--- config.mk ---
export PLATFORM = sky130hd
export DESIGN_NAME = ptr_bv_allocator
export DESIGN_NICKNAME = d
export VERILOG_FILES = /design/src/alloc_fsm_pkg.sv /design/src/alloc_pkg.sv /design/src/bv_ram.sv /design/src/bv_ram_arbiter.sv /design/src/free_scanner.sv /design/src/ptr_bv_allocator.sv /design/src/ptr_fifo.sv /design/src/ptr_update_engine.sv
export SDC_FILE = /design/constraint.sdc
export NUM_CORES = 1
export LEC_CHECK = 0
export BUFFER_PORTS_ARGS = -buffer_cell sky130_fd_sc_hd__buf_2
export CAP_MARGIN = 20
export CELL_PAD_IN_SITES_DETAIL_PLACEMENT = 0
export CELL_PAD_IN_SITES_GLOBAL_PLACEMENT = 2
export CORE_MARGIN = 2
export CORE_UTILIZATION = 52
export DETAILED_ROUTE_END_ITERATION = 6
export HOLD_SLACK_MARGIN = 0.05
export PLACE_DENSITY = 0.85
export SLEW_MARGIN = 10
export SYNTH_ARGS = -nofsm -noshare
export SYNTH_HDL_FRONTEND = slang
export SYNTH_SLANG_ARGS = --single-unit
--- constraint.sdc ---
create_clock -name clk -period 9.6 [get_ports clk]
set_input_delay 0.48 -clock clk [delete_from_list [all_inputs] [get_ports clk]]
set_output_delay 0.48 -clock clk [all_outputs]
set_load 0.02 [all_outputs]
--- src/alloc_fsm_pkg.sv ---
// ------------------------------------------------
// State encodings for the update engine and scanner
// ------------------------------------------------
`default_nettype none

package alloc_fsm_pkg;

    // Update engine, read-modify-write of one bit
    typedef enum logic [3:0] {
        RESET, IDLE, ALLOC, DEALLOC,
        RD_REQ, RD_WAIT, MODIFY,
        WR, DONE, ERROR
    } upd_state_t;

    // Free-pointer scanner
    typedef enum logic [2:0] {
        SCAN_RESET, SCAN_IDLE, SCAN_RD_REQ, SCAN_RD_WAIT,
        SCAN_CHECK, SCAN_NEXT, SCAN_HOLD
    } scan_state_t;

endpackage

`default_nettype wire

--- src/alloc_pkg.sv ---
// ------------------------------------------------
// Pointer pool geometry
// 256 pointers kept as a 16 x 16 bit-vector RAM
// ------------------------------------------------
`default_nettype none

package alloc_pkg;

    // Pool dimensions
    parameter int PTR_WID  = 8;
    parameter int NUM_COLS = 16;
    parameter int NUM_ROWS = 16;
    parameter int COL_WID  = 4;
    parameter int ROW_WID  = 4;

    // Pointer is {row, col}
    typedef logic [PTR_WID-1:0]  ptr_t;
    typedef logic [ROW_WID-1:0]  row_t;
    typedef logic [COL_WID-1:0]  col_t;
    // One RAM row, set bit = free pointer
    typedef logic [NUM_COLS-1:0] vec_t;

endpackage

`default_nettype wire

--- src/bv_ram.sv ---
// ------------------------------------------------
// Bit-vector RAM, one write and one read port
// Filled with all ones after reset, then init_done
// ------------------------------------------------
`timescale 1ns/10ps
`default_nettype none

module bv_ram (
    input  logic            clk,
    input  logic            local_srst,
    input  logic            wr,
    input  alloc_pkg::row_t wr_row,
    input  alloc_pkg::vec_t wr_data,
    input  alloc_pkg::row_t rd_row,
    output alloc_pkg::vec_t rd_data,
    output logic            init_done
);
    import alloc_pkg::*;

    vec_t mem [NUM_ROWS];
    row_t fill_row;

    // Fill counter, one row per cycle
    always_ff @(posedge clk) begin
        if (local_srst) begin
            fill_row  <= '0;
            init_done <= 1'b0;
        end else if (!init_done) begin
            fill_row <= fill_row + 1'b1;
            // Last row written this cycle
            if (fill_row == row_t'(NUM_ROWS - 1)) begin
                init_done <= 1'b1;
            end
        end
    end

    // Write port, fill has the port until init_done
    always_ff @(posedge clk) begin
        if (!init_done) begin
            mem[fill_row] <= '1;
        end else if (wr) begin
            mem[wr_row] <= wr_data;
        end
    end

    // Registered read, one cycle latency
    always_ff @(posedge clk) begin
        rd_data <= mem[rd_row];
    end

endmodule

`default_nettype wire

--- src/bv_ram_arbiter.sv ---
// ------------------------------------------------
// Read port arbiter for the bit-vector RAM
// Update engine has fixed priority over scanner
// ------------------------------------------------
`timescale 1ns/10ps
`default_nettype none

module bv_ram_arbiter (
    input  logic            clk,
    input  logic            local_srst,
    input  logic            upd_rd_req,
    input  alloc_pkg::row_t upd_rd_row,
    output logic            upd_rd_ack,
    input  logic            scan_rd_req,
    input  alloc_pkg::row_t scan_rd_row,
    output logic            scan_rd_gnt,
    output logic            scan_rd_ack,
    output alloc_pkg::row_t rd_row
);

    // Read in flight and its owner
    logic rd_vld;
    logic rd_scan;

    // Scanner only when engine is quiet
    assign scan_rd_gnt = scan_rd_req && !upd_rd_req;
    assign rd_row      = upd_rd_req ? upd_rd_row : scan_rd_row;

    // One-stage tag delay, matches RAM read latency
    always_ff @(posedge clk) begin
        if (local_srst) begin
            rd_vld <= 1'b0;
        end else begin
            rd_vld <= upd_rd_req || scan_rd_gnt;
        end
    end

    always_ff @(posedge clk) begin
        rd_scan <= !upd_rd_req;
    end

    // Ack goes back to the owner only
    assign upd_rd_ack  = rd_vld && !rd_scan;
    assign scan_rd_ack = rd_vld &&  rd_scan;

endmodule

`default_nettype wire

--- src/free_scanner.sv ---
// ------------------------------------------------
// Free-pointer scanner
// Walks RAM rows in order and holds one candidate
// ------------------------------------------------
`timescale 1ns/10ps
`default_nettype none

module free_scanner (
    input  logic            clk,
    input  logic            local_srst,
    input  logic            init_done,
    output logic            scan_rd_req,
    output alloc_pkg::row_t scan_rd_row,
    input  logic            scan_rd_gnt,
    input  logic            scan_rd_ack,
    input  alloc_pkg::vec_t rd_data,
    output logic            cand_valid,
    output alloc_pkg::ptr_t cand_ptr,
    input  logic            cand_take
);
    import alloc_pkg::*;
    import alloc_fsm_pkg::*;

    scan_state_t state;
    scan_state_t nxt_state;
    row_t        scan_row;
    vec_t        scan_vec;
    col_t        scan_col;
    col_t        free_col;
    logic        hit;

    always_ff @(posedge clk) begin
        if (local_srst) state <= SCAN_RESET;
        else            state <= nxt_state;
    end

    always_comb begin
        nxt_state = state;
        case (state)
            SCAN_RESET:   if (init_done) nxt_state = SCAN_IDLE;
            SCAN_IDLE:    nxt_state = SCAN_RD_REQ;
            SCAN_RD_REQ:  if (scan_rd_gnt) nxt_state = SCAN_RD_WAIT;
            SCAN_RD_WAIT: if (scan_rd_ack) nxt_state = SCAN_CHECK;
            SCAN_CHECK:   nxt_state = hit ? SCAN_HOLD : SCAN_NEXT;
            SCAN_NEXT:    nxt_state = SCAN_IDLE;
            // Recheck same row after a take
            SCAN_HOLD:    if (cand_take) nxt_state = SCAN_CHECK;
            default:      nxt_state = SCAN_RESET;
        endcase
    end

    // Row counter, wraps at the last row
    always_ff @(posedge clk) begin
        if (local_srst) begin
            scan_row <= '0;
        end else if (state == SCAN_NEXT) begin
            scan_row <= scan_row + 1'b1;
        end
    end

    // Local row copy, taken bit cleared
    always_ff @(posedge clk) begin
        if (scan_rd_ack) begin
            scan_vec <= rd_data;
        end else if (state == SCAN_HOLD && cand_take) begin
            scan_vec[scan_col] <= 1'b0;
        end
    end

    // Lowest set column wins
    always_comb begin
        hit      = 1'b0;
        free_col = '0;
        for (int i = NUM_COLS - 1; i >= 0; i--) begin
            if (scan_vec[i]) begin
                hit      = 1'b1;
                free_col = col_t'(i);
            end
        end
    end

    always_ff @(posedge clk) begin
        if (state == SCAN_CHECK) scan_col <= free_col;
    end

    // Registered valid, low two cycles after a take
    always_ff @(posedge clk) begin
        if (local_srst) cand_valid <= 1'b0;
        else            cand_valid <= (state == SCAN_HOLD) && !cand_take;
    end

    assign scan_rd_req = (state == SCAN_RD_REQ);
    assign scan_rd_row = scan_row;
    assign cand_ptr    = {scan_row, scan_col};

endmodule

`default_nettype wire

--- src/ptr_bv_allocator.sv ---
// ------------------------------------------------
// Top level of the bit-vector pointer allocator
// Queues, RAM, arbiter, scanner and update engine
// ------------------------------------------------
`timescale 1ns/10ps
`default_nettype none

module ptr_bv_allocator #(
    parameter int ALLOC_Q_DEPTH   = 32,
    parameter int DEALLOC_Q_DEPTH = 32
) (
    input  logic            clk,
    input  logic            local_srst,
    input  logic            en,
    output logic            init_done,
    input  logic            alloc_req,
    output logic            alloc_rdy,
    output alloc_pkg::ptr_t alloc_ptr,
    input  logic            dealloc_req,
    output logic            dealloc_rdy,
    input  alloc_pkg::ptr_t dealloc_ptr,
    output logic            err_alloc,
    output logic            err_dealloc,
    output alloc_pkg::ptr_t err_ptr
);
    import alloc_pkg::*;

    // Queues
    logic aq_wr, aq_full, aq_empty;
    ptr_t aq_ptr;
    logic dq_rd, dq_full, dq_empty;
    ptr_t dq_ptr;
    logic alloc, dealloc;
    // RAM ports
    logic wr;
    row_t wr_row, rd_row;
    vec_t wr_data, rd_data;
    // Read arbitration
    logic upd_rd_req, upd_rd_ack;
    row_t upd_rd_row, scan_rd_row;
    logic scan_rd_req, scan_rd_gnt, scan_rd_ack;
    // Candidate handoff
    logic cand_valid, cand_take;
    ptr_t cand_ptr;

    // Ready gating
    assign alloc_rdy   = en && !aq_empty;
    assign dealloc_rdy = en && init_done && !dq_full;
    assign alloc       = alloc_req && alloc_rdy;
    assign dealloc     = dealloc_req && dealloc_rdy;

    ptr_fifo #(.DEPTH(ALLOC_Q_DEPTH)) alloc_q_i (
        .clk(clk), .local_srst(local_srst),
        .wr(aq_wr), .wr_data(aq_ptr), .rd(alloc), .rd_data(alloc_ptr),
        .full(aq_full), .empty(aq_empty)
    );

    ptr_fifo #(.DEPTH(DEALLOC_Q_DEPTH)) dealloc_q_i (
        .clk(clk), .local_srst(local_srst),
        .wr(dealloc), .wr_data(dealloc_ptr), .rd(dq_rd), .rd_data(dq_ptr),
        .full(dq_full), .empty(dq_empty)
    );

    bv_ram bv_ram_i (
        .clk(clk), .local_srst(local_srst), .wr(wr), .wr_row(wr_row),
        .wr_data(wr_data), .rd_row(rd_row), .rd_data(rd_data), .init_done(init_done)
    );

    bv_ram_arbiter arbiter_i (
        .clk(clk), .local_srst(local_srst),
        .upd_rd_req(upd_rd_req), .upd_rd_row(upd_rd_row), .upd_rd_ack(upd_rd_ack),
        .scan_rd_req(scan_rd_req), .scan_rd_row(scan_rd_row),
        .scan_rd_gnt(scan_rd_gnt), .scan_rd_ack(scan_rd_ack), .rd_row(rd_row)
    );

    free_scanner scanner_i (
        .clk(clk), .local_srst(local_srst), .init_done(init_done),
        .scan_rd_req(scan_rd_req), .scan_rd_row(scan_rd_row),
        .scan_rd_gnt(scan_rd_gnt), .scan_rd_ack(scan_rd_ack), .rd_data(rd_data),
        .cand_valid(cand_valid), .cand_ptr(cand_ptr), .cand_take(cand_take)
    );

    ptr_update_engine engine_i (
        .clk(clk), .local_srst(local_srst), .init_done(init_done),
        .dq_empty(dq_empty), .dq_ptr(dq_ptr), .dq_rd(dq_rd),
        .aq_full(aq_full), .aq_wr(aq_wr), .aq_ptr(aq_ptr),
        .cand_valid(cand_valid), .cand_ptr(cand_ptr), .cand_take(cand_take),
        .upd_rd_req(upd_rd_req), .upd_rd_row(upd_rd_row), .upd_rd_ack(upd_rd_ack),
        .rd_data(rd_data), .wr(wr), .wr_row(wr_row), .wr_data(wr_data),
        .err_alloc(err_alloc), .err_dealloc(err_dealloc), .err_ptr(err_ptr)
    );

endmodule

`default_nettype wire

--- src/ptr_fifo.sv ---
// ------------------------------------------------
// Pointer FIFO, first-word-fall-through output
// ------------------------------------------------
`timescale 1ns/10ps
`default_nettype none

module ptr_fifo #(
    parameter int DEPTH = 32
) (
    input  logic            clk,
    input  logic            local_srst,
    input  logic            wr,
    input  alloc_pkg::ptr_t wr_data,
    input  logic            rd,
    output alloc_pkg::ptr_t rd_data,
    output logic            full,
    output logic            empty
);
    import alloc_pkg::*;

    localparam int AWID = $clog2(DEPTH);
    localparam logic [AWID:0] FULL_CNT = (AWID+1)'(DEPTH);

    ptr_t            mem [DEPTH];
    logic [AWID-1:0] wr_idx;
    logic [AWID-1:0] rd_idx;
    logic [AWID:0]   count;
    logic            do_wr;
    logic            do_rd;

    // Guard against overflow and underflow
    assign do_wr = wr && !full;
    assign do_rd = rd && !empty;

    always_ff @(posedge clk) begin
        if (local_srst) begin
            wr_idx <= '0;
            rd_idx <= '0;
            count  <= '0;
        end else begin
            if (do_wr) wr_idx <= wr_idx + 1'b1;
            if (do_rd) rd_idx <= rd_idx + 1'b1;
            // Occupancy
            if (do_wr && !do_rd) begin
                count <= count + 1'b1;
            end else if (do_rd && !do_wr) begin
                count <= count - 1'b1;
            end
        end
    end

    always_ff @(posedge clk) begin
        if (do_wr) mem[wr_idx] <= wr_data;
    end

    // Head entry visible without a read
    assign rd_data = mem[rd_idx];
    assign full    = (count == FULL_CNT);
    assign empty   = (count == '0);

endmodule

`default_nettype wire

--- src/ptr_update_engine.sv ---
// ------------------------------------------------
// Update engine, read-modify-write of one free bit
// Dealloc sets the bit, alloc clears it
// ------------------------------------------------
`timescale 1ns/10ps
`default_nettype none

module ptr_update_engine (
    input  logic            clk,
    input  logic            local_srst,
    input  logic            init_done,
    input  logic            dq_empty,
    input  alloc_pkg::ptr_t dq_ptr,
    output logic            dq_rd,
    input  logic            aq_full,
    output logic            aq_wr,
    output alloc_pkg::ptr_t aq_ptr,
    input  logic            cand_valid,
    input  alloc_pkg::ptr_t cand_ptr,
    output logic            cand_take,
    output logic            upd_rd_req,
    output alloc_pkg::row_t upd_rd_row,
    input  logic            upd_rd_ack,
    input  alloc_pkg::vec_t rd_data,
    output logic            wr,
    output alloc_pkg::row_t wr_row,
    output alloc_pkg::vec_t wr_data,
    output logic            err_alloc,
    output logic            err_dealloc,
    output alloc_pkg::ptr_t err_ptr
);
    import alloc_pkg::*;
    import alloc_fsm_pkg::*;

    upd_state_t state;
    upd_state_t nxt_state;
    ptr_t       ptr;
    logic       is_alloc;
    row_t       ptr_row;
    col_t       ptr_col;
    vec_t       colmask;
    vec_t       rd_vec;
    logic       modify_err;

    // ------------------------------------------------
    // FSM
    // ------------------------------------------------
    always_ff @(posedge clk) begin
        if (local_srst) state <= RESET;
        else            state <= nxt_state;
    end

    always_comb begin
        nxt_state  = state;
        dq_rd      = 1'b0;
        aq_wr      = 1'b0;
        cand_take  = 1'b0;
        upd_rd_req = 1'b0;
        wr         = 1'b0;
        case (state)
            RESET: if (init_done) nxt_state = IDLE;
            IDLE: begin
                // Deallocation first
                if (!dq_empty) begin
                    nxt_state = DEALLOC;
                end else if (cand_valid && !aq_full) begin
                    nxt_state = ALLOC;
                end
            end
            DEALLOC: begin
                dq_rd     = 1'b1;
                nxt_state = RD_REQ;
            end
            ALLOC: begin
                // Candidate goes to the queue right away
                aq_wr     = 1'b1;
                cand_take = 1'b1;
                nxt_state = RD_REQ;
            end
            RD_REQ: begin
                // Engine always granted
                upd_rd_req = 1'b1;
                nxt_state  = RD_WAIT;
            end
            RD_WAIT: if (upd_rd_ack) nxt_state = MODIFY;
            MODIFY:  nxt_state = modify_err ? ERROR : WR;
            WR: begin
                wr        = 1'b1;
                nxt_state = DONE;
            end
            DONE:    nxt_state = IDLE;
            ERROR:   nxt_state = IDLE;
            default: nxt_state = RESET;
        endcase
    end

    // ------------------------------------------------
    // Datapath
    // ------------------------------------------------
    // Latch operation and pointer
    always_ff @(posedge clk) begin
        if (state == DEALLOC) begin
            is_alloc <= 1'b0;
            ptr      <= dq_ptr;
        end else if (state == ALLOC) begin
            is_alloc <= 1'b1;
            ptr      <= cand_ptr;
        end
    end

    assign ptr_row = ptr[PTR_WID-1 -: ROW_WID];
    assign ptr_col = ptr[COL_WID-1:0];

    always_ff @(posedge clk) begin
        if (upd_rd_req) colmask <= vec_t'(1) << ptr_col;
        if (upd_rd_ack) rd_vec <= rd_data;
    end

    // Bit already at target value
    assign modify_err = is_alloc ? !(|(rd_vec & colmask)) : |(rd_vec & colmask);

    // Clear for alloc, set for dealloc
    always_ff @(posedge clk) begin
        if (state == MODIFY) begin
            wr_data <= is_alloc ? (rd_vec & ~colmask) : (rd_vec | colmask);
        end
    end

    assign upd_rd_row  = ptr_row;
    assign wr_row      = ptr_row;
    assign aq_ptr      = cand_ptr;
    assign err_alloc   = (state == ERROR) && is_alloc;
    assign err_dealloc = (state == ERROR) && !is_alloc;
    assign err_ptr     = ptr;

endmodule

`default_nettype wire

## After elaboration in Yosys (flattened, before gate mapping)

Memories as Yosys holds them, arrays and structs flattened. A register that Yosys moved wholly into a read port is not among the register bits.
Index checks and enable logic that the tools add are counted.

| storage, ports and cells | value |
|---|---|
| register bits after elaboration | 128 |
| memory bits (writable) | 768 |
| output and inout port bits | 21 |
| memories kept | 3 |

Memory list:

| memory | depth | width | rd ports | clocked after Yosys merged registers in | write ports | line | source |
|---|---|---|---|---|---|---|---|
| alloc_q_i.mem | 32 | 8 | 1 | 1 | 1 | ptr_fifo.sv:24 | `ptr_t mem [DEPTH];` |
| bv_ram_i.mem | 16 | 16 | 1 | 1 | 1 | bv_ram.sv:20 | `vec_t mem [NUM_ROWS];` |
| dealloc_q_i.mem | 32 | 8 | 1 | 1 | 1 | ptr_fifo.sv:24 |  |

| operators by class | value |
|---|---|
| add/sub/neg operators | 10 |
| order comparisons | 2 |
| eq/ne operators | 25 |
| shifts and indexed selects | 1 |
| mux-type cells | 77 |
| bitwise operators | 6 |
| reductions and logical operators | 53 |

Operator list:

| kind | number |
|---|---|
| two-way mux 16 bit | 4 |
| two-way mux 4 bit | 15 |
| AND 16 bit | 3 |
| two-way mux 1 bit | 34 |
| inverter 16 bit | 2 |
| case mux 4 bit (8 select lines) | 1 |
| OR reduction 16 bit | 2 |
| two-way mux 3 bit | 8 |
| two-way mux 6 bit | 4 |
| logical AND 1 bit | 22 |
| case mux 3 bit (7 select lines) | 1 |
| adder 5 x 1 -> 5 bit (second input constant) | 4 |
| two-way mux 5 bit | 4 |
| == test 4 x 3 -> 1 bit (second input constant) | 4 |
| two-way mux 8 bit | 2 |
| OR 16 bit | 1 |
| left shift 1 x 4 -> 16 bit (first input constant) | 1 |
| logical NOT 1 bit | 13 |
| adder 6 x 1 -> 6 bit (second input constant) | 2 |
| == test 4 bit (second input constant) | 3 |
| == test 6 bit (second input constant) | 2 |
| logical NOT 6 bit | 2 |
| inequality test 2 bit (second input constant) | 6 |
| subtractor 6 x 1 -> 6 bit (second input constant) | 2 |
| other kinds (20) | 32 |

## Depth between registers and ports, before layout

Gate-level depths: netlist of the first run.

| depth | value |
|---|---|
| depth in word-level cells | 18 |
| mapped depth | 16 |
| mapped depth without buffers | 13 |

## Cells and area by module

A second synthesis of the first run with hierarchy kept.

| second synthesis, totals | value |
|---|---|
| cells, all modules | 2099 |
| area total of the unflattened synthesis | 36994.2 µm² |

By module, submodules not included:

| module | times used | cells each | area each (µm²) | sequential area each (µm²) |
|---|---|---|---|---|
| ptr_fifo | 2 | 626 | 11086.9 | 8107.8 |
| bv_ram | 1 | 485 | 10458.8 | 8107.8 |
| ptr_update_engine | 1 | 178 | 2642.5 | 1781.7 |
| free_scanner | 1 | 168 | 1536.5 | 760.7 |
| bv_ram_arbiter | 1 | 12 | 146.4 | 40.0 |
| ptr_bv_allocator | 1 | 4 | 36.3 | 0.0 |

## Least setup slack after synthesis of the first run

OpenSTA, ideal clock, no wires.

| path | value |
|---|---|
| kind | register to register |
| start | register engine_i.state[1] |
| end | register dealloc_q_i.count[5] |
| arrival | 3455 ps |
| setup slack | 6017 ps |
| stages on the path, launching flop included | 17 |
| buffers on the path | 3 |
| clock period less this slack | 3583 ps |
| cells stage by stage | dfxtp_1 -> clkbuf_1 -> nor3b_1 -> and2_1 -> buf_2 -> and2_1 -> clkbuf_1 -> inv_1 -> ha_1 -> inv_1 -> ha_1 -> a21o_1 -> a21oi_1 -> nand4b_1 -> nand4_1 -> xnor2_1 -> nor2_1 |

| between the ends | value |
|---|---|
| longest elaborated chain between the ends | 6 |

Ends and longest elaborated chain:

| what | line | source |
|---|---|---|
| from (decl) | ptr_update_engine.sv:35 | `upd_state_t state;` |
| from (signal assigned) | ptr_update_engine.sv:50 | `else state <= nxt_state;` |
| == test 4 x 2 -> 1 bit (*) | ptr_update_engine.sv:60 | `case (state)` |
| two-way mux 1 bit (*) | ptr_update_engine.sv:60 |  |
| logical AND 1 bit (*) | ptr_fifo.sv:33 | `assign do_rd = rd && !empty;` |
| logical NOT 1 bit | ptr_fifo.sv:44 | `if (do_wr && !do_rd) begin` |
| logical AND 1 bit | ptr_fifo.sv:44 |  |
| two-way mux 6 bit or nonzero test 2 bit (tied branches) | n/a |  |
| to (signal assigned) | ptr_fifo.sv:45 | `count <= count + 1'b1;` |
| to (signal assigned) | ptr_fifo.sv:47 | `count <= count - 1'b1;` |
| to (decl) | ptr_fifo.sv:27 | `logic [AWID:0] count;` |

Mark *: on every way between the ends. The rest lies on a longest branch, timed or not.
A chain may end at the register's enable or synchronous reset.

==> results.cfg, run 1 <==
[outcome]
outcome = completed

[clock_network]
cts_resized = 0
clk_pin_slew_worst_paths_ps = 60
cts_root_buffer = clkbuf_16
hold_buffers = 0
cts_setup_buffers = 0
clock_path_buffers = 3
clock-sinks = 922
clk_latency_ps = 640
cts_tree = built
cts_buffers = 93
cts_max_level = 3

[timing]
whs_ps = 356.9
fmax_mhz = 240.1
layout_setup_ws_ps = 5434
setup_tns_ps = 0
hold_viol_final = 0
rsz0062_at_grt = false
min_period_over_period_pct = 43.39
setup_violations = 0
slew-limit-headroom_pct = 24.15
max_slew.worst_pin.slew_ps = 1134
skew_ps = 28.38
finalCriticalPeriod_ps = 4166
final_max_slew_viol_count = 0

[synth]
syn_avg_cell_area_um2 = 16.70
syn_inst = 2179
yosysTopAreaCell = edfxtp_1
synth_top_area_share_pct = 69.67
syn-cell-area_um2 = 36380
synth.ff_latch_count = 922
yosysWarnings = 0
synth.yosys.seq_area_share_pct = 73.96
synth_edf_count = 844
synth_cell_types = 59
synth_area_leaders = edfxtp_1, mux4_2, dfxtp_1
ys.flop_type = edfxtp_1
async_flop_share_pct = 0
syn_nets = 2216

[pwr]
p_int_mw = 6.676
p_leak_nw = 13.45
worst_ir_drop_vdd_mv = 0.1546
swShare_pct = 21.14
seqPwrFrac_pct = 52.3
p_per_area_nw_per_um2 = 208.8
finalPower_mw = 8.466
p_sw_mw = 1.790
combPwrFrac_pct = 6.3
p_clk_share_pct = 41.4

[finish]
stdcell_area_um2 = 40550
fin_nets = 2278
layout-drive-gt1-share_pct = 16.67
antennaDiodeCount = 0
area_growth_pct = 11.47
fillers = 5161

[critical_path]
crit_required_ps = 9120
end_kind = output pin
crit_top_cell = mux4_2
critical_path.startpoint_type = flip-flop
path_cells = buf_4, mux4_2, mux4_2, mux2_2, buf_2
crit_slowest_cell = buf_4
critPathMaxStageDelay_ps = 740
critical_path_class = flip-flop to output pin
cp.arrival_ps = 3690
path_max_fanout = 43
r2r_cells = 10

[flow_run]
cap_viol_max_count = 0

[routing]
viasPerCell = 5.932
num_vias = 19260
drc = 0
antenna_left = 0
routed_wl_mm = 80.39
wl_per_cell_um = 24.76
drtIter0Drc = 1922
dr.pass1.iters = 5

[floorplanning]
coreArea_um2 = 68950
ios = 34
die_x_um = 268.5
initial_core_util_pct = 52.76
dieArea_um2 = 72090
fp.dieH_um = 268.5
rows = 96

[worst_hold_path]
min_delay_path_depth = 4
hold_class = input port to flip-flop

[global_route]
grt_use_total_pct = 22.81
gr-total-overflow = 0
grt_pass1_wl_mm = 121.1
grt_pass1_vias = 19280
grt_max_degree = 69
antenna_found_initial = 0

[placement]
placed_area_um2 = 37600
dp.final_hpwl_mm = 48.83
gp_congestion = 0.8021
port_buffers = 33
pre_cts_ws_ps = 5910
==> sequential cells by signal (all words and copies together) (netlist names), 4 cells and up, named ones only <==
register / flops
alloc_q_i.mem: 256
bv_ram_i.mem: 256
dealloc_q_i.mem: 256
bv_ram_i.rd_data: 16
engine_i.colmask: 16
engine_i.rd_vec: 16
engine_i.wr_data: 16
scanner_i.scan_vec: 16
engine_i.err_ptr: 8
alloc_q_i.count: 6
dealloc_q_i.count: 6
alloc_q_i.rd_idx: 5
alloc_q_i.wr_idx: 5
dealloc_q_i.rd_idx: 5
dealloc_q_i.wr_idx: 5
bv_ram_i.fill_row: 4
engine_i.state: 4
scanner_i.scan_col: 4
scanner_i.scan_rd_row: 4
==> cells in the final DEF, fill, tap and decap left out, drive strengths merged, types with 8 or more instances in the layout <==
master / synthesis / layout
edfxtp: 844 / 844
nor2: 200 / 200
nand2: 190 / 190
mux4: 144 / 144
clkbuf: 63 / 131
nand3: 104 / 104
buf: 49 / 79
dfxtp: 78 / 78
a21oi: 74 / 74
mux2i: 72 / 72
a22oi: 48 / 48
clkinv: 1 / 31
inv: 28 / 30
o21ai: 28 / 28
nand4: 27 / 27
nand2b: 26 / 26
a31oi: 23 / 23
ha: 22 / 22
nor3: 21 / 21
xor2: 17 / 17
xnor2: 14 / 14
mux2: 11 / 11
nor4: 10 / 10
nor3b: 8 / 8
nor2b: 8 / 8
==> cell families (layout without fill, tap and decap cells) <==
family                     Yosys count  count (layout)  share of synthesized area [%]
and+or+nand+nor                    625             625                          7.832
AOI/OAI and AO/OA                  209             209                          3.629
adders and majority gates           24              24                         0.8667
muxes                              227             227                          11.28
buffers and inverters              141             278                          1.685
xor gates and xnor gates            31              31                         0.7463
DFF                                922             922                          73.96
==> worst max-delay path, delay by kind of cell (launching register included) <==
family	cells	cell delay [ps]
buffers and inverters	2	910
flip-flops	1	640
multiplexers	3	1460
==> synthesized netlist by cell type (3+ instances only) <==
cell type  count
edfxtp_1     844
a22oi_1       48
or2_2          3
o311ai_0       6
a21o_1         5
mux4_2       144
mux2_2        11
nor4_1        10
and3_1         5
mux2i_1       70
nand3b_1       4
and2_1         6
xnor2_1       14
nand2b_1      25
a211oi_1       3
or3b_2         3
nor2b_1        8
nand2_1      189
a221oi_1       4
buf_2         33
a22o_1         4
nand4_1       27
nor3b_1        8
xor2_1        17
buf_6          4
nor3_2         4
inv_1         28
buf_1         10
nor3_1        17
a32oi_1        5
a31oi_1       23
ha_1          22
nor2_1       198
or3_1          4
nand3_1      104
dfxtp_1       78
a21oi_1       73
o21ai_0       28
clkbuf_1      63
==> area by class of cell <==
type | count | area (µm²) | share of cell area [%]
sequential | 922 | 26920 | 66.37
tap | 931 | 1165 | 2.872
clock buffer | 131 | 2584 | 6.371
inverter | 29 | 113.9 | 0.2808
timing repair buffer | 79 | 525.5 | 1.296
clock inverter | 39 | 360.3 | 0.8886
multi-input combinational | 1116 | 8889 | 21.92
==> routing by layer <==
layer  GRT usage, %  vias to the layer above  part of all wire (%)
li1               -                     8595                     -
met1          32.90                     9898                    43
met2          36.63                      645                    48
met3          3.945                      123                   6.3
met4          5.586                        0                   2.0
met5              0                        -                     0
==> through the flow <==
stage | util, % | cells
2_1_floorplan | - | 2179
3_3_place_gp | 54.48 | 3073
3_5_place_dp | 54.53 | 3076
4_1_cts | 58.80 | 3246
5_1_grt | 58.82 | 3247
6_report | 58.82 | 3247
==> power groups by stage <==
stage | clock network, mW | logic [mW] | registers [mW]
after floorplan | 0 | 0.435 | 4.47
after global placement | 0 | 0.527 | 4.52
after detailed placement | 0 | 0.538 | 4.52
after CTS | 3.56 | 0.544 | 4.43
after global routing | 3.71 | 0.581 | 4.44
final | 3.50 | 0.535 | 4.43
==> path summary, 6_finish.rpt <==
path / from / endpoint / slack, ps
max: flip-flop / alloc_ptr[4] / 5430
min: alloc_req / flip-flop / 360
max reg2reg: engine_i.state[2] / bv_ram_i.rd_data[7] / 5930
min reg2reg: bv_ram_i.rd_data[3] / engine_i.rd_vec[3] / 500
No activity file was read; power rests on OpenSTA's default activity.
==> run 2: changes to the inputs <==
Settings changed: ABC_AREA set to 1, CORE_UTILIZATION 52 to 44, PLACE_DENSITY 0.85 to 0.79.
Clock period 9.6 ns to 4.2 ns, I/O delays scaled along.
==> results.cfg, run 2 <==
[synth]
synth_top_area_share_pct = 68.16
yosysTopAreaCell = edfxtp_1
synth_area_leaders = edfxtp_1, o21ai_0, nor2_1
syn-cell-area_um2 = 37190
synth.yosys.seq_area_share_pct = 72.36
yosysWarnings = 0
syn_inst = 3054
syn_avg_cell_area_um2 = 12.18
synth_cell_types = 41
syn_nets = 3091
yosys.cell_count.top_type = edfxtp_1
ys.flop_type = edfxtp_1
synth_edf_count = 844
synth.ff_latch_count = 922
async_flop_share_pct = 0
synthTopCellsByCount = edfxtp_1, nor2_1, o21ai_0, nand2_1, inv_1

[pwr]
p_per_area_nw_per_um2 = 464.9
finalPower_mw = 19.43
worst_ir_drop_vdd_mv = 0.4207
combPwrFrac_pct = 5.4
p_sw_mw = 4.339
p_int_mw = 15.09
seqPwrFrac_pct = 51.7
swShare_pct = 22.33
p_leak_nw = 14.29
p_clk_share_pct = 43.0

[timing]
hold_viol_final = 0
min_period_over_period_pct = 76.49
final_max_slew_viol_count = 0
slew-limit-headroom_pct = 28.13
skew_ps = 35.10
fmax_mhz = 311.3
setup_violations = 0
finalCriticalPeriod_ps = 3213
max_slew.worst_pin.slew_ps = 1077
setup_tns_ps = 0
rsz0062_at_grt = false

[finish]
final_common_cell = edfxtp_1
fin_nets = 3116
regArea_um2 = 26920
layout-drive-gt1-share_pct = 9.200
reg_top3 = alloc_q_i.mem (256), bv_ram_i.mem (256), dealloc_q_i.mem (256)
multiInputGateArea_um2 = 8937
instances_no_fill = 4298
area_growth_pct = 12.42
most-common-layout-cells = edfxtp_1, nor2_1, o21ai_0, nand2_1, inv_1
fillers = 7267

[worst_hold_path]
hold_class = input port to flip-flop
min_delay_path_depth = 3

[global_route]
grt_max_degree = 142
grt_use_total_pct = 21.88
grtUsageMet3_pct = 2.669
antenna_found_initial = 1
grtUsageMet1_pct = 31.74
grt_pass1_wl_mm = 143.2
gr-total-overflow = 0
grt_busiest_layer = met2
grt_pass1_vias = 23150
grtUsageMet2_pct = 34.84

[clock_network]
cts_buffers = 98
clk_latency_ps = 660
cts_setup_buffers = 0
clock_path_buffers = 3
cts_max_level = 3
clk_pin_slew_worst_paths_ps = 60
clock-sinks = 922
cts_tree = built
cts_root_buffer = clkbuf_16

[critical_path]
crit_top_cell = o21ai_0
end_kind = output pin
cp.arrival_ps = 3000
crit_required_ps = 3990
critPathMaxStageDelay_ps = 580
path_cells = clkinv_2, buf_12, o21ai_0, o22ai_1, o21ai_0, a21oi_1, buf_2
critical_path_class = flip-flop to output pin
r2r_cells = 6
crit_slowest_cell = o21ai_0
path_max_fanout = 43
critical_path.startpoint_type = flip-flop

[floorplanning]
ios = 34
initial_core_util_pct = 44.43
die_x_um = 294.7
fp.dieH_um = 294.7
coreArea_um2 = 83690
dieArea_um2 = 86850
rows = 106

[placement]
dp.final_hpwl_mm = 56.14
placedCellCount = 4109
port_buffers = 33
gp_congestion = 0.8239

[routing]
antenna_left = 0
dr.pass1.iters = 5
viasPerCell = 5.536
wl_per_cell_um = 21.97
drtIter0Drc = 1942
routed_wl_mm = 94.45
drc = 0
num_vias = 23790

[outcome]
outcome = completed

[flow_run]
cap_viol_max_count = 0
run 2: final cells by class:
type / count / share of cell area [%]
Sequential cell: 922 / 64.39
Multi-Input combinational cell: 1786 / 21.38
Clock buffer: 129 / 6.408
Tap cell: 1134 / 3.394
Timing Repair Buffer: 91 / 1.724
Inverter: 180 / 1.622
Clock inverter: 55 / 1.078
Antenna cell: 1 / 0.005986
run 2: metal layers:
| metal | up-vias | wire length [µm] |
|---|---|---|
| li1 | 11150 | - |
| met1 | 11880 | 43670 |
| met2 | 637 | 43970 |
| met3 | 127 | 4838 |
| met4 | 0 | 1960 |
| met5 | - | 0 |
run 2: what timing repair did:
| action | 4_1_cts | 5_1_grt |
|---|---|---|
| hold buffers | 3 | 0 |
| endpoints found under the hold margin | 4 | 0 |
| resized for setup | 0 | 0 |
run 2: final timing paths:
check	slack, ps	from	end
worst max-delay path	990	flip-flop	alloc_ptr[0]
worst min-delay path	100	local_srst	alloc_q_i.rd_idx[0]
worst max register to register	1080	bv_ram_i.init_done	bv_ram_i.mem[12][14]
worst min register to register	430	bv_ram_i.rd_data[10]	engine_i.rd_vec[10]
run 2: cells by family (layout without fill, tap and decap cells):
logic type               after synthesis  count (layout)  synth area share (%)
flip-flops                           922             922                 72.36
XOR/XNOR                               7               7                0.1649
AO/OA/AOI/OAI                        817             817                 12.72
other                                  0               1                     0
AND/OR/NAND/NOR                      938             938                 10.11
buffers and inverters                346             455                 3.802
adder cells (fa/ha/maj)               24              24                0.8479
run 2: worst max-delay path: cells and delay by family (launching register included):
family | cells | cell delay, ps
buffers and inverters | 3 | 950
flip-flops | 1 | 360
AO/OA/AOI/OAI | 4 | 1010
run 2: metrics by stage:
step	instance area, µm²	utilization (%)	setup WS [ps]	hold WS [ps]
after floorplan	37190	-	1319	308.9
after global placement	38620	46.15	1171	421.9
after detailed placement	38620	46.15	1065	421.6
after CTS	41780	49.92	963.1	52.98
after global routing	41800	49.95	705.7	91.41
final	41800	49.95	987.4	101.0
run 2: power groups by stage:
| stage | logic (mW) | registers, mW | clock network [mW] |
|---|---|---|---|
| floorplan | 0.679 | 10.2 | 0 |
| global placement | 1.02 | 10.2 | 0 |
| detailed placement | 1.05 | 10.2 | 0 |
| CTS | 1.05 | 10.0 | 8.50 |
| global route | 1.16 | 10.0 | 8.89 |
| finish | 1.04 | 10.0 | 8.35 |
